### src/source/hash2qid_pkg.sv
package hash2qid_pkg;

    // ========================================================================
    // Queue ID and table geometry
    // ========================================================================

    typedef logic [11:0] qid_t;

    // Function select from entropy bits 11..10, 0 is the PF
    typedef logic [1:0] func_id_t;

    // Entry index from entropy bits 6..0
    typedef logic [6:0] entry_idx_t;

    // Function in the top two bits, entry below
    typedef logic [8:0] table_addr_t;

    localparam int NUM_FUNCS   = 4;
    localparam int TABLE_DEPTH = 128;

    // ========================================================================
    // Register map, word addressed
    // ========================================================================

    typedef logic [9:0]  reg_addr_t;
    typedef logic [31:0] reg_data_t;

    // One base queue word per function
    localparam reg_addr_t REG_QCONFIG_BASE = 10'd0;
    // Function t entry j lives at REG_TABLE_BASE + t*TABLE_DEPTH + j
    localparam reg_addr_t REG_TABLE_BASE   = 10'd512;

    typedef struct packed {
        logic        wr_en;
        table_addr_t addr;
        qid_t        qid;
    } table_wr_t;

endpackage : hash2qid_pkg

### src/source/hash2qid_regs.sv
`timescale 1ns/1ps

module hash2qid_regs (
    input  logic                                             core_clk,
    input  logic                                             rst,
    input  logic                                             reg_wr,
    input  hash2qid_pkg::reg_addr_t                          reg_addr,
    input  hash2qid_pkg::reg_data_t                          reg_wdata,
    output hash2qid_pkg::table_wr_t                          table_wr,
    output hash2qid_pkg::qid_t [hash2qid_pkg::NUM_FUNCS-1:0] base_qid
);

    logic                    qcfg_we;
    logic                    table_we;
    hash2qid_pkg::reg_addr_t wr_addr;
    hash2qid_pkg::reg_data_t wr_data;
    hash2qid_pkg::func_id_t  qcfg_func;

    // ========================================================================
    // Address decode
    // ========================================================================

    function automatic logic is_qcfg(input hash2qid_pkg::reg_addr_t addr);
        hash2qid_pkg::reg_addr_t offs;
        offs = addr - hash2qid_pkg::REG_QCONFIG_BASE;
        return offs < hash2qid_pkg::reg_addr_t'(hash2qid_pkg::NUM_FUNCS);
    endfunction

    // Offset wraps high for addresses below the table window
    function automatic logic is_table(input hash2qid_pkg::reg_addr_t addr);
        hash2qid_pkg::reg_addr_t offs;
        offs = addr - hash2qid_pkg::REG_TABLE_BASE;
        return offs < hash2qid_pkg::reg_addr_t'(hash2qid_pkg::NUM_FUNCS
                                                * hash2qid_pkg::TABLE_DEPTH);
    endfunction

    // Decoded strobes, one cycle after the write
    always_ff @(posedge core_clk) begin
        if (rst) begin
            qcfg_we  <= 1'b0;
            table_we <= 1'b0;
        end else begin
            qcfg_we  <= reg_wr && is_qcfg(reg_addr);
            table_we <= reg_wr && is_table(reg_addr);
        end
    end

    // Write payload, captured with the strobe
    always_ff @(posedge core_clk) begin
        if (reg_wr) begin
            wr_addr <= reg_addr;
            wr_data <= reg_wdata;
        end
    end

    // ========================================================================
    // Base queue registers and table write command
    // ========================================================================

    assign qcfg_func = hash2qid_pkg::func_id_t'(wr_addr - hash2qid_pkg::REG_QCONFIG_BASE);

    always_ff @(posedge core_clk) begin
        if (rst) begin
            base_qid <= '0;
        end else if (qcfg_we) begin
            base_qid[qcfg_func] <= hash2qid_pkg::qid_t'(wr_data);
        end
    end

    always_comb begin
        table_wr.wr_en = table_we;
        table_wr.addr  = hash2qid_pkg::table_addr_t'(wr_addr - hash2qid_pkg::REG_TABLE_BASE);
        table_wr.qid   = hash2qid_pkg::qid_t'(wr_data);
    end

    // Words 4..511 are not mapped
    a_reg_addr_defined: assert property (@(posedge core_clk) disable iff (rst)
        reg_wr |-> (is_qcfg(reg_addr) || is_table(reg_addr)))
        else $error("Write to undefined register word %0d", reg_addr);

endmodule : hash2qid_regs

### config.mk
export PLATFORM = sky130hd
export DESIGN_NAME = hash2qid_regs
export DESIGN_NICKNAME = d
export VERILOG_FILES = /design/src/source/hash2qid_pkg.sv /design/src/source/hash2qid_regs.sv
export SDC_FILE = /design/constraint.sdc
export NUM_CORES = 1
export LEC_CHECK = 0
export BUFFER_PORTS_ARGS = -buffer_cell sky130_fd_sc_hd__buf_2
export CAP_MARGIN = 20
export CELL_PAD_IN_SITES_DETAIL_PLACEMENT = 0
export CELL_PAD_IN_SITES_GLOBAL_PLACEMENT = 1
export CORE_ASPECT_RATIO = 1.25
export CORE_UTILIZATION = 38
export DETAILED_ROUTE_END_ITERATION = 10
export PLACE_DENSITY_LB_ADDON = 0.12
export SLEW_MARGIN = 20
export SYNTH_ARGS = -nofsm -noshare
export SYNTH_HDL_FRONTEND = slang
export SYNTH_SLANG_ARGS = --single-unit
### constraint.sdc
create_clock -name core_clk -period 3 [get_ports core_clk]
set_clock_uncertainty 0.1 [all_clocks]
set_input_delay 0.45 -clock core_clk [delete_from_list [all_inputs] [get_ports core_clk]]
set_output_delay 0.45 -clock core_clk [all_outputs]
set_load 0.005 [all_outputs]
# Word-level counts from Yosys, hierarchy flattened
# Cells that the tools add are included.
# word_totals
register_bits	71
output_inout_bits	70
mem_bits_ro	0
ram_bits	0
memories	0
latchBits	0
# op_classes
n_bitwise	0
div	0
order_cmp	4
n_reduce_logical	3
mul	0
shifts	0
n_mux	3
addsub	2
eq_ne	0
# ops
op	n
bitwise mux 48 bit	1
demux 12 bit (select 2 bit)	1
two-way mux 12 bit	1
< comparator 10 bit (second input constant)	1
< comparator 10 x 3 -> 1 bit (second input constant)	1
subtractor 10 bit (second input constant)	1
subtractor 9 x 1 -> 9 bit (second input constant)	1
logical AND 1 bit	3
< comparator 2 x 3 -> 1 bit (second input constant)	1
greater-or-equal comparator 2 x 1 -> 1 bit (second input constant)	1

# Depth between registers and ports, before layout
# Gate-level depths: netlist (run 1).
# depth
word_depth	5
ltp_mapped	4
depth_no_buf	2

# Worst setup path before layout (run 1)
# No wires, ideal clock.
# synth_timing
path_kind	reg-to-reg
from	register wr_addr[1]
to	register base_qid[10] in the netlist's numbering
stages_incl_launch_ff	5
setup_time_ns	0.121
setup_slack_ns	1.572
arrival_ns	1.207
cell_sequence	edfxtp_1 > or3b_1 > buf_2 > buf_6 > mux2i_1
# synth_between
elab_chain_len	5
# synth_lines
item	line	text
start, declared	hash2qid_regs.sv:15	hash2qid_pkg::reg_addr_t wr_addr;
start signal, assigned	hash2qid_regs.sv:51	wr_addr <= reg_addr;
< comparator 2 x 3 -> 1 bit (implied by the code) / greater-or-equal comparator 2 x 1 -> 1 bit (equally long branches)	hash2qid_regs.sv:66	base_qid[qcfg_func] <= hash2qid_pkg::qid_t'(wr_data);
logical AND 1 bit (implied by the code)	hash2qid_regs.sv:66	
two-way mux 12 bit (implied by the code)	hash2qid_regs.sv:66	
demux 12 bit (select 2 bit) (*)	hash2qid_regs.sv:66	
bitwise mux 48 bit (*)	hash2qid_regs.sv:66	
end signal, assigned by index	hash2qid_regs.sv:66	
end, declared	hash2qid_regs.sv:10	output hash2qid_pkg::qid_t [hash2qid_pkg::NUM_FUNCS-1:0] base_qid
# Mark *: on every way between the ends. The rest lies on a longest branch, timed or not.
# A chain may end at the register's enable or synchronous reset.

# Worst setup path after layout (run 1)
# layout_timing
from	register wr_addr[1]
to	register base_qid[3] in the netlist's numbering
# The elaborated chain is that of the path after synthesis.

==> results.cfg, run 1 <==
[min_path]
hold_class = in -> reg
hold_start = reg_wdata[6]
whs_endpoint = wr_data[6]
hold_depth = 1

[sta]
fin_ws_ps = 1314
period_share = 0.5620
tightest_slew_ps = 897.0
rsz0062_at_grt = no
report.final.hold_viol_count = 0
layout_min_cycle_time_ps = 1686
fin_setup_tns_ps = 0
max_clock_freq_mhz = 593.1
finalMaxSlewViolations = 0
hold_ws_ps = 184.4
finalSetupViolCount = 0
max-slew-margin-rel = 0.4003

[yosys]
synth_area_leaders = dfxtp_1, edfxtp_1, mux2i_1
ys_seq_area_frac = 0.6210
synth_cell_types = 14
synth_nets = 247
synth_top_area_share = 0.3810
syn_area_um2 = 2628
yosysWarnings = 0
ys_ff_latch = 71
avgSynthCellArea_um2 = 13.01
synthCells = 202
synth_area_leader_cell = dfxtp_1

[cells_and_area]
final_cells = 385
fin_area_um2 = 3303
final_common_cell = buf_2
syn_to_final_growth_pct = 25.71
final_core_util = 0.5000
final_layout_size_suffix_gt1_frac = 0.3557
final_cell_mix = buf_2, nand2b_1, dfxtp_1, mux2i_1, edfxtp_1
nets = 339
num_antenna_cells = 0

[setup_path]
crit_required_ps = 3090
worstReg2RegStart = wr_addr[1]
r2r_end = base_qid[3]
cp_max_fo = 12
cp.arrival_ps = 1780
worst-setup-path-type = reg -> reg
r2r_slack_ps = 1310
start_kind = flop
r2r_cells = 2
cp-end-kind = flop

[floorplanning]
fp.dieH_um = 94.97
die_area_um2 = 7253
core.rowCount = 33
die_w_um = 76.38
core_um2 = 6606
initial_core_util = 0.3977
design.portCount = 115

[power]
ir_worst_vdd_uv = 287.0
p_leak_nw = 1.654
power_per_cell_area_nw_per_um2 = 531.2
p_total_mw = 1.754

[grt]
grt.busiest_layer = met2
grt.total_usage = 0.1581
grt_max_degree = 63
grt_pass1_wl_um = 8369
overflow = 0
grt_pass1_vias = 1672
use_met2 = 0.2447
antenna_found_initial = 0
use_met3 = 0.05797
use_met1 = 0.1931

[drt]
drt_iter0_drc = 59
ant_nets = 0
drc = 0
totalWireLength_um = 5530
wl_per_cell_um = 14.36
routed-via-count = 1774
viasPerCell = 4.608
dr.pass1.iters = 3

[placement]
gp_congestion = 0.6941
dp_cells = 370
io_buffers = 94
dp.final_hpwl_um = 3781
place_area_um2 = 3144
place_ws_ps = 1153

[outcome]
outcome = complete, no violations

[cts]
cts.path.max_buffers = 2
postCtsSetupBuffers = 0
cts_tree = done
clock_latency_ps = 330
root_buffer = clkbuf_8
clock-sinks = 71
htree_levels = 3
path_clk_slew_ps = 70
postCtsHoldBufs = 0
cts_resized = 0
numCtsBuffers = 9

[job]
drv_cap = 0
[synth_stat cells (all sizes together)]
| master | instances |
|---|---|
| nand2b | 60 |
| nand3b | 2 |
| and3b | 3 |
| nor4 | 2 |
| dfxtp | 50 |
| clkbuf | 9 |
| edfxtp | 21 |
| or3b | 1 |
| mux2i | 48 |
| nand3 | 1 |
| and4b | 1 |
| buf | 4 |
[worst max path at each step]
stage | endpoint | slack (ps) | cells after the start | startpoint
floorplan | base_qid[10] | 1570 | 4 | wr_addr[1]
CTS | base_qid[44] | 1270 | 2 | wr_addr[1]
global route | base_qid[45] | 1140 | 2 | wr_addr[1]
detailed placement | base_qid[39] | 1150 | 3 | rst
global placement | base_qid[39] | 1180 | 3 | rst
finish | base_qid[3] | 1310 | 2 | wr_addr[1]
[worst max-delay path: stages, from the launching register on]
cell	delay, ps
edfxtp_1	470
or3b_1	750
mux2i_1	220
[kinds of logic after synthesis]
group,after synthesis,share of synthesized area
flip-flops,71,0.6210
AND/OR/NAND/NOR,70,0.1724
multiplexers,48,0.1829
buffers and inverters,13,0.02381
[registers in the layout, summed over array words and instances, names as in the netlist]
name and count:
base_qid 48, qcfg_we 1, table_we 1, wr_addr 9
wr_data 12
[power by group]
group | leakage (nW) | switching (mW) | internal, mW | total [mW]
sequential | 0.608 | 0.0113 | 1.01 | 1.02
clock | 0.0833 | 0.324 | 0.317 | 0.640
combinational | 0.963 | 0.0463 | 0.0431 | 0.0894
[final cells by class]
cell class / instances / area [um^2]
Fill cell: 635 / 3303
Sequential cell: 71 / 1632
Multi-Input combinational cell: 118 / 933.4
Timing Repair Buffer: 94 / 470.5
Clock buffer: 13 / 148.9
Tap cell: 87 / 108.9
Clock inverter: 2 / 10.01
[per-layer routing]
metal / vias up / share of wire
met3: 8 / 0.074
met1: 831 / 0.45
met5: - / 0
met2: 66 / 0.46
met4: 0 / 0.016
li1: 869 / -
Note: power is estimated with default switching activity, not from simulation.
==> inputs of run 2 (changes only) <==
CORE_UTILIZATION = 36   (was 38)
clock period = 1.6 ns   (was 3 ns; I/O delays follow)
==> run 2 against run 1 <==
  * Sequential cell count unchanged
  * Cell area up 8.1%
  * Routed wire length up 4.3%
  * Die area up 5.4%
  * Clock power is 84% higher
  * Register-to-register slack got worse by 1200 ps
  * Power is 89% higher
  * Clock-buffer cell count down 1
  * Critical endpoint is now base_qid[0]
  * Core utilization increased by 0.87 points
  * Global-route usage is 0.084 points higher
  * Worst setup slack got worse by 1200 ps
==> results.cfg, run 2 (synthesis gave the netlist of run 1 again) <==
[cells_and_area]
nets = 364
fin_area_um2 = 3571
final_common_cell = buf_2
largestRegisters = base_qid x48, wr_data x12, wr_addr x9
num_antenna_cells = 0
top_register = base_qid
syn_to_final_growth_pct = 35.90
largest_register_ffs = 48
final_layout_size_suffix_gt1_frac = 0.3426
final_cell_mix = buf_2, nand2b_1, dfxtp_1, mux2i_1
final_core_util = 0.5087

[drt]
viasPerCell = 4.473
ant_nets = 0
drt_iter0_drc = 53
drc = 0
dr.pass1.iters = 4
routed-via-count = 1852
wl_per_cell_um = 13.94
totalWireLength_um = 5770

[floorplanning]
die_w_um = 78.41
initial_core_util = 0.3743
fp.dieH_um = 97.52
core.rowCount = 34
core_um2 = 7019
design.portCount = 115
die_area_um2 = 7646

[setup_path]
start_kind = flop
worst-setup-path-type = reg -> reg
cp_max_fo = 12
r2r_slack_ps = 160
path_buf_inv = 1
crit_start = wr_addr[1]
r2r_end = base_qid[0]
crit_required_ps = 1710
path_cells = or3b_1 -> buf_4 -> mux2i_1
r2r_cells = 3
cp.arrival_ps = 1550
worstReg2RegStart = wr_addr[1]
slowest_stage = edfxtp_1
cpPeakStageDelay_ps = 470
cp-end-kind = flop
cpLargestDelayFamily = flip-flops

[sta]
finalMaxSlewViolations = 0
max_clock_freq_mhz = 693.5
report.final.hold_viol_count = 0
rsz0062_at_grt = no
period_share = 0.9012
finalSetupViolCount = 0
tightest_slew_ps = 511.4
fin_ws_ps = 158.0
layout_min_cycle_time_ps = 1442
max-slew-margin-rel = 0.6591
fin_setup_tns_ps = 0

[cts]
numCtsBuffers = 9
cts_resized = 0
cts.path.max_buffers = 2
path_clk_slew_ps = 70
root_buffer = clkbuf_8
clock-sinks = 71
clock_latency_ps = 330
htree_levels = 3
cts_tree = done

[outcome]
outcome = complete, no violations

[power]
swShare = 0.2232
p_leak_nw = 1.767
internal-power_mw = 2.575
comb_power_share = 0.064
seq_power_share = 0.579
ir_worst_vdd_uv = 530.9
p_total_mw = 3.314
p_switching_uw = 739.7
power_per_cell_area_nw_per_um2 = 928.1
pwr-share-clk = 0.357

[min_path]
hold_start = reg_addr[9]
hold_depth = 2
whs_endpoint = table_we
hold_class = in -> reg

[job]
drv_cap = 0

[grt]
antenna_found_initial = 0
grt_pass1_wl_um = 9032
overflow = 0
grt_pass1_vias = 1835
grt_max_degree = 63
grt.total_usage = 0.1589

[placement]
io_buffers = 94
dp.final_hpwl_um = 3846
gp_congestion = 0.6690
place_area_um2 = 3203
place_ws_ps = 167.3
## run 2: timing repair
item                                   in CTS  in global routing
endpoints found under the hold margin      21                  0
hold buffers                               21                  0
setup buffers                               0                  0
## run 2: worst max-delay path by stage
stage	to	slack, ps	cells after the start
5_1_grt	base_qid[0]	90	3
6_report	base_qid[0]	160	3
3_5_place_dp	base_qid[0]	170	3
4_1_cts	base_qid[0]	150	3
3_3_place_gp	base_qid[1]	180	3
2_1_floorplan	base_qid[10]	170	4
## run 2: through the flow
stage / hold WS, ps / instances
CTS: 54.90 / 414
global placement: 317.4 / 377
global route: 84.17 / 414
finish: 70.65 / 414
detailed placement: 318.1 / 377
floorplan: 238.9 / 202
## run 2: cell type report
| class | instances | area, um^2 |
|---|---|---|
| clock buffers | 12 | 135.1 |
| clock inverters | 4 | 22.52 |
| fillers | 644 | 3448 |
| multi-input cells | 118 | 933.4 |
| flip-flops and latches | 71 | 1632 |
| well taps | 90 | 112.6 |
| repair buffers | 119 | 735.7 |
## run 2: layer usage
metal / global-route usage / share of wire
met1: 0.1914 / 0.44
met2: 0.2611 / 0.49
met3: 0.04038 / 0.053
met4: 0.07692 / 0.015
met5: 0 / 0
## run 2: power groups by stage
stage	clock network (mW)	logic, mW	registers [mW]
global placement	0	0.175	1.96
finish	1.18	0.212	1.92
global route	1.30	0.230	1.93
floorplan	0	0.0608	1.97
CTS	1.22	0.214	1.92
detailed placement	0	0.175	1.96
