## src/source/axis_pkg.sv

```systemverilog
package axis_pkg;

    // ========================================================================
    // Stream sideband types
    // ========================================================================

    // Source and destination port numbers, carried in tid and tdest
    typedef logic [3:0] port_t;

    // Hash on the way in, queue ID on the way out
    typedef logic [11:0] rss_entropy_t;

    // User sideband
    typedef struct packed {
        logic         rss_enable;
        rss_entropy_t rss_entropy;
    } tuser_meta_t;

    // Everything that rides next to tdata and tkeep
    typedef struct packed {
        logic        tlast;
        port_t       tid;
        port_t       tdest;
        tuser_meta_t tuser;
    } axis_meta_t;

endpackage : axis_pkg

```

## src/source/hash2qid_pkg.sv

```systemverilog
package hash2qid_pkg;

    // ========================================================================
    // Queue ID and table geometry
    // ========================================================================

    typedef logic [11:0] qid_t;

    // Function select from entropy bits 11..10, 0 is the PF
    typedef logic [1:0] func_id_t;

    // Entry index from entropy bits 6..0
    typedef logic [6:0] entry_idx_t;

    // Function in the top two bits, entry below
    typedef logic [8:0] table_addr_t;

    localparam int NUM_FUNCS   = 4;
    localparam int TABLE_DEPTH = 128;

    // ========================================================================
    // Register map, word addressed
    // ========================================================================

    typedef logic [9:0]  reg_addr_t;
    typedef logic [31:0] reg_data_t;

    // One base queue word per function
    localparam reg_addr_t REG_QCONFIG_BASE = 10'd0;
    // Function t entry j lives at REG_TABLE_BASE + t*TABLE_DEPTH + j
    localparam reg_addr_t REG_TABLE_BASE   = 10'd512;

    typedef struct packed {
        logic        wr_en;
        table_addr_t addr;
        qid_t        qid;
    } table_wr_t;

endpackage : hash2qid_pkg

```

## src/source/hash2qid_lookup.sv

```systemverilog
`timescale 1ns/1ps

module hash2qid_lookup #(
    parameter int DATA_BYTE_WID = 8
) (
    input  logic                                             core_clk,
    input  logic                                             rst,
    input  logic                                             in_valid,
    output logic                                             in_ready,
    input  logic [DATA_BYTE_WID*8-1:0]                       in_data,
    input  logic [DATA_BYTE_WID-1:0]                         in_keep,
    input  axis_pkg::axis_meta_t                             in_meta,
    input  hash2qid_pkg::qid_t [hash2qid_pkg::NUM_FUNCS-1:0] base_qid,
    output logic                                             rd_en,
    output hash2qid_pkg::table_addr_t                        rd_addr,
    input  hash2qid_pkg::qid_t                               rd_qid,
    output logic                                             out_valid,
    input  logic                                             out_ready,
    output logic [DATA_BYTE_WID*8-1:0]                       out_data,
    output logic [DATA_BYTE_WID-1:0]                         out_keep,
    output axis_pkg::axis_meta_t                             out_meta
);

    logic                       s1_valid;
    logic [DATA_BYTE_WID*8-1:0] s1_data;
    logic [DATA_BYTE_WID-1:0]   s1_keep;
    axis_pkg::axis_meta_t       s1_meta;
    logic                       s1_en;
    logic                       s2_en;
    hash2qid_pkg::func_id_t     in_func;
    hash2qid_pkg::entry_idx_t   in_entry;
    hash2qid_pkg::func_id_t     s1_func;
    hash2qid_pkg::qid_t         s1_base;
    hash2qid_pkg::qid_t         s1_qid;
    axis_pkg::axis_meta_t       s1_meta_new;

    // Stage 2 moves when empty or drained, stage 1 also fills a bubble
    assign s2_en    = !out_valid || out_ready;
    assign s1_en    = !s1_valid || s2_en;
    assign in_ready = s1_en;

    // ========================================================================
    // Stage 1: accept beat, issue table read
    // ========================================================================

    assign in_func  = in_meta.tuser.rss_entropy[11:10];
    assign in_entry = in_meta.tuser.rss_entropy[6:0];
    assign rd_addr  = {in_func, in_entry};
    // Read only with a stage 1 load so rd_qid stays with the held beat
    assign rd_en    = s1_en;

    always_ff @(posedge core_clk) begin
        if (rst) begin
            s1_valid <= 1'b0;
        end else if (s1_en) begin
            s1_valid <= in_valid;
        end
    end

    always_ff @(posedge core_clk) begin
        if (s1_en) begin
            s1_data <= in_data;
            s1_keep <= in_keep;
            s1_meta <= in_meta;
        end
    end

    // ========================================================================
    // Stage 2: base plus entry, rewrite metadata
    // ========================================================================

    assign s1_func = s1_meta.tuser.rss_entropy[11:10];
    assign s1_base = base_qid[s1_func];
    assign s1_qid  = s1_meta.tuser.rss_enable ? s1_base + rd_qid : s1_base;

    always_comb begin
        s1_meta_new                   = s1_meta;
        s1_meta_new.tuser.rss_enable  = 1'b1;
        s1_meta_new.tuser.rss_entropy = s1_qid;
    end

    always_ff @(posedge core_clk) begin
        if (rst) begin
            out_valid <= 1'b0;
        end else if (s2_en) begin
            out_valid <= s1_valid;
        end
    end

    always_ff @(posedge core_clk) begin
        if (s2_en) begin
            out_data <= s1_data;
            out_keep <= s1_keep;
            out_meta <= s1_meta_new;
        end
    end

    // Held beat must not change under back-pressure
    a_out_stable: assert property (@(posedge core_clk) disable iff (rst)
        out_valid && !out_ready |=> out_valid && $stable(out_data) && $stable(out_keep)
            && $stable(out_meta))
        else $error("Output beat changed while stalled");

    a_out_idle_after_rst: assert property (@(posedge core_clk) rst |=> !out_valid)
        else $error("out_valid set right after reset");

endmodule : hash2qid_lookup

```

## config.mk

```make
export PLATFORM = sky130hd
export DESIGN_NAME = hash2qid_lookup
export DESIGN_NICKNAME = d
export VERILOG_FILES = /design/src/source/axis_pkg.sv /design/src/source/hash2qid_pkg.sv /design/src/source/hash2qid_lookup.sv
export SDC_FILE = /design/constraint.sdc
export NUM_CORES = 1
export LEC_CHECK = 0
export ABC_AREA = 1
export BUFFER_PORTS_ARGS = -buffer_cell sky130_fd_sc_hd__buf_2
export CORE_MARGIN = 1.5
export CORE_UTILIZATION = 52
export CTS_CLUSTER_DIAMETER = 150
export DETAILED_ROUTE_END_ITERATION = 7
export PLACE_DENSITY_LB_ADDON = 0.25
export SLEW_MARGIN = 20
export SYNTH_ARGS = -nofsm -noshare
export SYNTH_HDL_FRONTEND = slang
export SYNTH_SLANG_ARGS = --single-unit
```

## constraint.sdc

```tcl
create_clock -name core_clk -period 7 [get_ports core_clk]
set_input_delay 0.7 -clock core_clk [delete_from_list [all_inputs] [get_ports core_clk]]
set_output_delay 0.7 -clock core_clk [all_outputs]
set_load 0.05 [all_outputs]
```

Word level (Yosys, flattened, before mapping)
Index checks and enable logic that the tools add are counted.
Cells by class
  mux-type cells: 3
  reductions and logical operators: 4
  divide/modulo/power cells: 0
  multipliers: 0
  eq/ne operators: 0
  add/sub/neg operators: 1
  shift-type cells: 0
  $lt $le $gt $ge: 1
  bitwise operators: 0
Operators by type and width (count)
  $bmux W12 S2: 1
  $mux W12: 2
  $add A12 B12 Y12: 1
  $lt A2 B3 Y1 const B: 1
  $logic_not A1 Y1: 2
  $logic_or A1 B1 Y1: 2
Storage, ports and cells
  latch bits: 0
  input port bits: 158
  bits in read-only memories: 0
  bits in registers: 189
  RAM bits: 0
  memories: 0

Longest topological paths before layout
  word-level depth: 4
  gate-level depth with buffers: 16

Worst setup path before layout
OpenSTA, ideal clock, no wires.
  kind: register to output
  start point: reg out_valid
  end point: out rd_en
  stages on the path, launching flop included: 3
  data arrival time: 4.059 ns
  buffers on the path: 1
  data required time: 6.300 ns
  slack: 2.241 ns
  cells stage by stage: dfxtp_1 -> nand3_1 -> buf_4
On the way
  word-level cells in the longest chain between the ends: 3
RTL lines
  from (decl): line hash2qid_lookup.sv:17  | output logic out_valid,
  from (signal assigned): line hash2qid_lookup.sv:86  | out_valid <= s1_valid;
  $logic_not A1 Y1: line hash2qid_lookup.sv:38  | assign s2_en = !out_valid || out_ready;
  $logic_or A1 B1 Y1: line hash2qid_lookup.sv:38
  $logic_or A1 B1 Y1: line hash2qid_lookup.sv:39  | assign s1_en = !s1_valid || s2_en;
  to (decl): line hash2qid_lookup.sv:14  | output logic rd_en,
Every way passes these cells.

Final worst setup path
  start point: reg s1_meta (netlist bit s1_func[0])
  end point: reg out_meta[6] in the netlist's numbering, data pin
On the way
  word-level cells in the longest chain between the ends: 4
RTL lines
  from (decl): line hash2qid_lookup.sv:27  | axis_pkg::axis_meta_t s1_meta;
  from (signal assigned): line hash2qid_lookup.sv:64  | s1_meta <= in_meta;
  $bmux W12 S2 (*): line hash2qid_lookup.sv:73  | assign s1_base = base_qid[s1_func];
  $mux W12 (implied by the code) (*): line hash2qid_lookup.sv:73
  $add A12 B12 Y12: line hash2qid_lookup.sv:74  | assign s1_qid = s1_meta.tuser.rss_enable ? s1_base + rd_qid : s1_base;
  $mux W12 (*): line hash2qid_lookup.sv:74
  net s1_qid[6]: line hash2qid_lookup.sv:34  | hash2qid_pkg::qid_t s1_qid;
  to (signal assigned): line hash2qid_lookup.sv:94  | out_meta <= s1_meta_new;
  to (decl): line hash2qid_lookup.sv:21  | output axis_pkg::axis_meta_t out_meta
Mark *: on every way through the listed nets, which the timed path passes. The rest lies on a longest branch. The select of a mux whose other input is x is not followed.
A chain may end at the register's enable or synchronous reset.

==> Implementation_results.wiki <==
{| class="wikitable"
! Metric !! Value
|-
| Sequential share of power || 50.3%
|-
| Number of vias per cell after detailed routing || around 4.9
|-
| Die height || 117 um
|-
| Min cycle time layout || 2.91 ns
|-
| Number of buffers on the longest clock path || 2
|-
| Maximum number of pins on one net before global-route repair || just under 70
|-
| Setup CP Type || reg -> reg
|-
| Deepest level of the CTS H-tree || 4
|-
| Share of post-route cells with drive strength above 1 || 43.7%
|-
| Starting density of the core || 53.3%
|-
| VDD IR-drop max || about 0.24 mV
|-
| FF-to-FF path depth || 12
|-
| Post-placement setup slack || 4.13 ns
|-
| Die Outline Area || 13600 um^2
|-
| Synthesized flop and latch total || 179
|-
| Total inserted antenna cells || 0
|-
| Beginning of the worst hold path || s1_data[55]
|-
| Clock latency on the worst-skew pair || 0.42 ns
|-
| Remaining design rule violation count || 0
|-
| Core occupancy in the finished layout || 68.3%
|-
| # port buffers || 245
|-
| Critical path, cell by cell || inv_4, nor2_1, o22ai_1, ha_1, inv_1, fa_1, nor2_2, nor2_2, o21ai_2, nand2_1, nand3_1, nand2_1
|-
| Sw Pwr || ~0.00073 W
|-
| Max cap viols || 0
|-
| Outcome || completed
|-
| Clock tree from TritonCTS || done
|-
| Die boundary width || 117 um
|-
| Sinks on the clock net || 179
|-
| Layout Nets || 850
|-
| Commonest non-fill, non-tap cell in the layout || sky130_fd_sc_hd__buf_2
|-
| Number of instances on the worst hold path || 0
|-
| Postcts setup bufs || 0
|-
| Number of pins exceeding their max-slew limit in the final report || 0
|-
| Clock buffers created by TritonCTS || 17
|-
| Worst reg2reg startpoint || s1_func[0]
|-
| Final Setup Violations || 0
|-
| Fraction of synthesized cell area taken by the top area cell type || 79.1%
|-
| Critical path fanouts, max || 25
|-
| DRT Pass-1 Iters || 4
|-
| Avg Inst Size Synth || 15.5 um^2
|-
| DRC violation total after the first TritonRoute iteration || around 300
|-
| Sequential fraction of the synthesis area || 79.7%
|-
| Internal Dissipation || around 0.0018 W
|-
| Detailed-route wire length || 13500 um
|-
| Library cell used as clock root buffer || sky130_fd_sc_hd__clkbuf_16
|-
| Fin. Hold Viols || 0
|-
| Power per standard cell area || ~300 nW/um^2
|-
| Longest individual stage delay on the worst path || 0.72 ns
|-
| Via count of the routed design || about 4200
|-
| Power share of the clock group || 34.0%
|-
| Minimum setup slack among reg-to-reg paths || 4.09 ns
|-
| Total congestion overflow after global routing || 0
|-
| Fin Setup TNS || 0 ns
|-
| Number of ports placed on the die boundary || between 200 and 300
|-
| Setup Skew || approximately 0.012 ns
|-
| Slew HR || 42.5%
|-
| Req. time, crit path || 7.17 ns
|-
| Slew at the pin closest to its max-slew limit || between 0.8 and 0.9 ns
|-
| Highest clock frequency the design can meet || 0.343 GHz
|-
| Filler cell count || roughly 900
|-
| Final HPWL from detailed placement || approximately 9800 um
|-
| WL/cell || 15.6 um
|-
| Post-Syn Instances || 434
|-
| Netlist area before placement || 6720 um^2
|-
| Data arrival time of the worst path || 3.08 ns
|-
| Vias in the first global route || 4193
|-
| Number of distinct standard cells referenced by the synthesized netlist || 30
|-
| Number of rows created at floorplan || 41
|-
| Leak || approximately 3.8 nW
|-
| End point of the worst hold path || out_data[55]
|-
| Minimum setup slack in the final design || 4.09 ns
|-
| Nature of the critical path startpoint || flip-flop
|-
| Crit-path slowest cell || sky130_fd_sc_hd__edfxtp_1
|-
| Fraction of the cycle the final worst path needs || a little over two fifths
|-
| Post-CTS sizing || 0
|-
| Post-Synthesis Net Count || 604
|-
| Worst hold path class || reg -> reg
|-
| RSZ-0062 raised after global routing || false
|-
| Ys Warns || 0
|-
| Destination of the worst register-to-register timing path || out_meta[6]
|-
| Setup crit end kind || flip-flop
|-
| Number of buffers inserted by hold repair at cts || 0
|-
| Synth top area cells || sky130_fd_sc_hd__edfxtp_1, sky130_fd_sc_hd__nand2_1, sky130_fd_sc_hd__ha_1
|-
| Cell type with the highest aggregate area in the netlist || sky130_fd_sc_hd__edfxtp_1
|-
| Antenna violations before repair || 0
|-
| Most frequent cells in the layout || sky130_fd_sc_hd__buf_2, sky130_fd_sc_hd__edfxtp_1, sky130_fd_sc_hd__nand2_1, sky130_fd_sc_hd__inv_1, sky130_fd_sc_hd__nor2_1
|-
| CTS clock-pin slew for the worst setup and hold paths || 0.07 ns
|-
| Remaining antenna violation count || 0
|-
| Wire length of the first global-routing pass || 20400 um
|-
| GRT Resource Usage Total || 20.4%
|-
| Net Sw Frac || 28.3%
|-
| Core Region || 12600 um^2
|-
| Comb power frac || 15.8%
|-
| Final Wtd Congestion || approximately 0.87
|-
| Signed area change from the synthesized netlist to the final layout || 28.1%
|}
==> synthesized netlist by cell type <==
master / number
sky130_fd_sc_hd__inv_2: 1
sky130_fd_sc_hd__nand2_2: 4
sky130_fd_sc_hd__o22ai_2: 5
sky130_fd_sc_hd__conb_1: 1
sky130_fd_sc_hd__inv_1: 28
sky130_fd_sc_hd__or2_1: 2
sky130_fd_sc_hd__nor2_1: 27
sky130_fd_sc_hd__a21oi_2: 1
sky130_fd_sc_hd__or2_4: 1
sky130_fd_sc_hd__nand2_1: 80
sky130_fd_sc_hd__edfxtp_1: 177
sky130_fd_sc_hd__xor2_1: 3
sky130_fd_sc_hd__o21ai_2: 3
sky130_fd_sc_hd__nand3b_1: 1
sky130_fd_sc_hd__nand3_1: 20
sky130_fd_sc_hd__a21oi_1: 8
sky130_fd_sc_hd__dfxtp_1: 2
sky130_fd_sc_hd__ha_1: 11
sky130_fd_sc_hd__o21ai_0: 3
sky130_fd_sc_hd__inv_4: 1
sky130_fd_sc_hd__o21ai_1: 20
sky130_fd_sc_hd__buf_6: 3
sky130_fd_sc_hd__fa_1: 1
sky130_fd_sc_hd__buf_2: 5
sky130_fd_sc_hd__nor2_2: 3
sky130_fd_sc_hd__buf_4: 12
sky130_fd_sc_hd__nand4_1: 2
sky130_fd_sc_hd__nand3_2: 4
sky130_fd_sc_hd__a32o_1: 1
sky130_fd_sc_hd__o22ai_1: 4
==> registers in the layout, indices dropped and copies added, names as in the netlist <==
signal	cells
out_data	64
out_keep	8
out_meta	21
out_valid	1
s1_data	64
s1_func	2
s1_keep	8
s1_meta	10
s1_valid	1
==> through the flow <==
stage	power [W]	cell area (um^2)	instances	hold WS, ns
CTS	0.00259	8610	865	0.415
floorplan	0.00161	6720	434	0.400
finish	0.00256	8610	865	0.413
global route	0.00267	8610	865	0.419
detailed placement	0.00171	8050	833	0.405
global placement	0.00171	8050	833	0.400
==> how the worst max path moves through the flow <==
stage	from	end	slack (ns)	cells past startpoint
after floorplan	out_valid	rd_en	2.24	2
after global placement	s1_func[0]	out_meta[8]	4.23	12
after detailed placement	s1_func[0]	out_meta[8]	4.13	12
after CTS	s1_func[0]	out_meta[8]	4.12	12
after global routing	s1_func[0]	out_meta[6]	3.81	12
final	s1_func[0]	out_meta[6]	4.09	12
==> critical path, delay by kind of cell, from the launching register on <==
family | cells | cell delay (ns)
compound gates | 2 | 0.35
buf+inv | 2 | 0.42
simple gates | 6 | 0.48
fa+ha+maj | 2 | 0.68
flops | 1 | 0.72
==> power by group through the flow <==
stage	sequential [W]	clock [W]	combinational, W
global route	0.00130	0.000936	0.000434
finish	0.00129	0.000871	0.000404
CTS	0.00129	0.000892	0.000405
global placement	0.00131	0	0.000399
floorplan	0.00148	0	0.000131
detailed placement	0.00131	0	0.000403
==> layout make-up <==
type | instances | area (um^2) | area share [%]
Multi-Input combinational cell | 205 | 1120 | 13.0
Sequential cell | 179 | 5360 | 62.2
Clock buffer | 18 | 429 | 4.98
Clock inverter | 14 | 135 | 1.57
Tap cell | 172 | 215 | 2.50
Inverter | 30 | 115 | 1.34
Timing Repair Buffer | 247 | 1240 | 14.4
==> metal layers <==
layer | GRT usage [%] | share of wire [%] | vias up
li1 | - | - | 2036
met1 | 25.8 | 41 | 1993
met2 | 31.6 | 48 | 181
met3 | 9.13 | 9.3 | 20
met4 | 7.23 | 1.7 | 0
met5 | 0 | 0 | -
==> cell families after synthesis <==
logic type | synth area share (%)
AO/OA/AOI/OAI | 4.28
adder cells (fa/ha/maj) | 2.35
flip-flops | 79.7
AND/OR/NAND/NOR | 9.33
other | 0.0558
XOR/XNOR | 0.391
buffers and inverters | 3.93
Power figures use the tool's default switching activity.
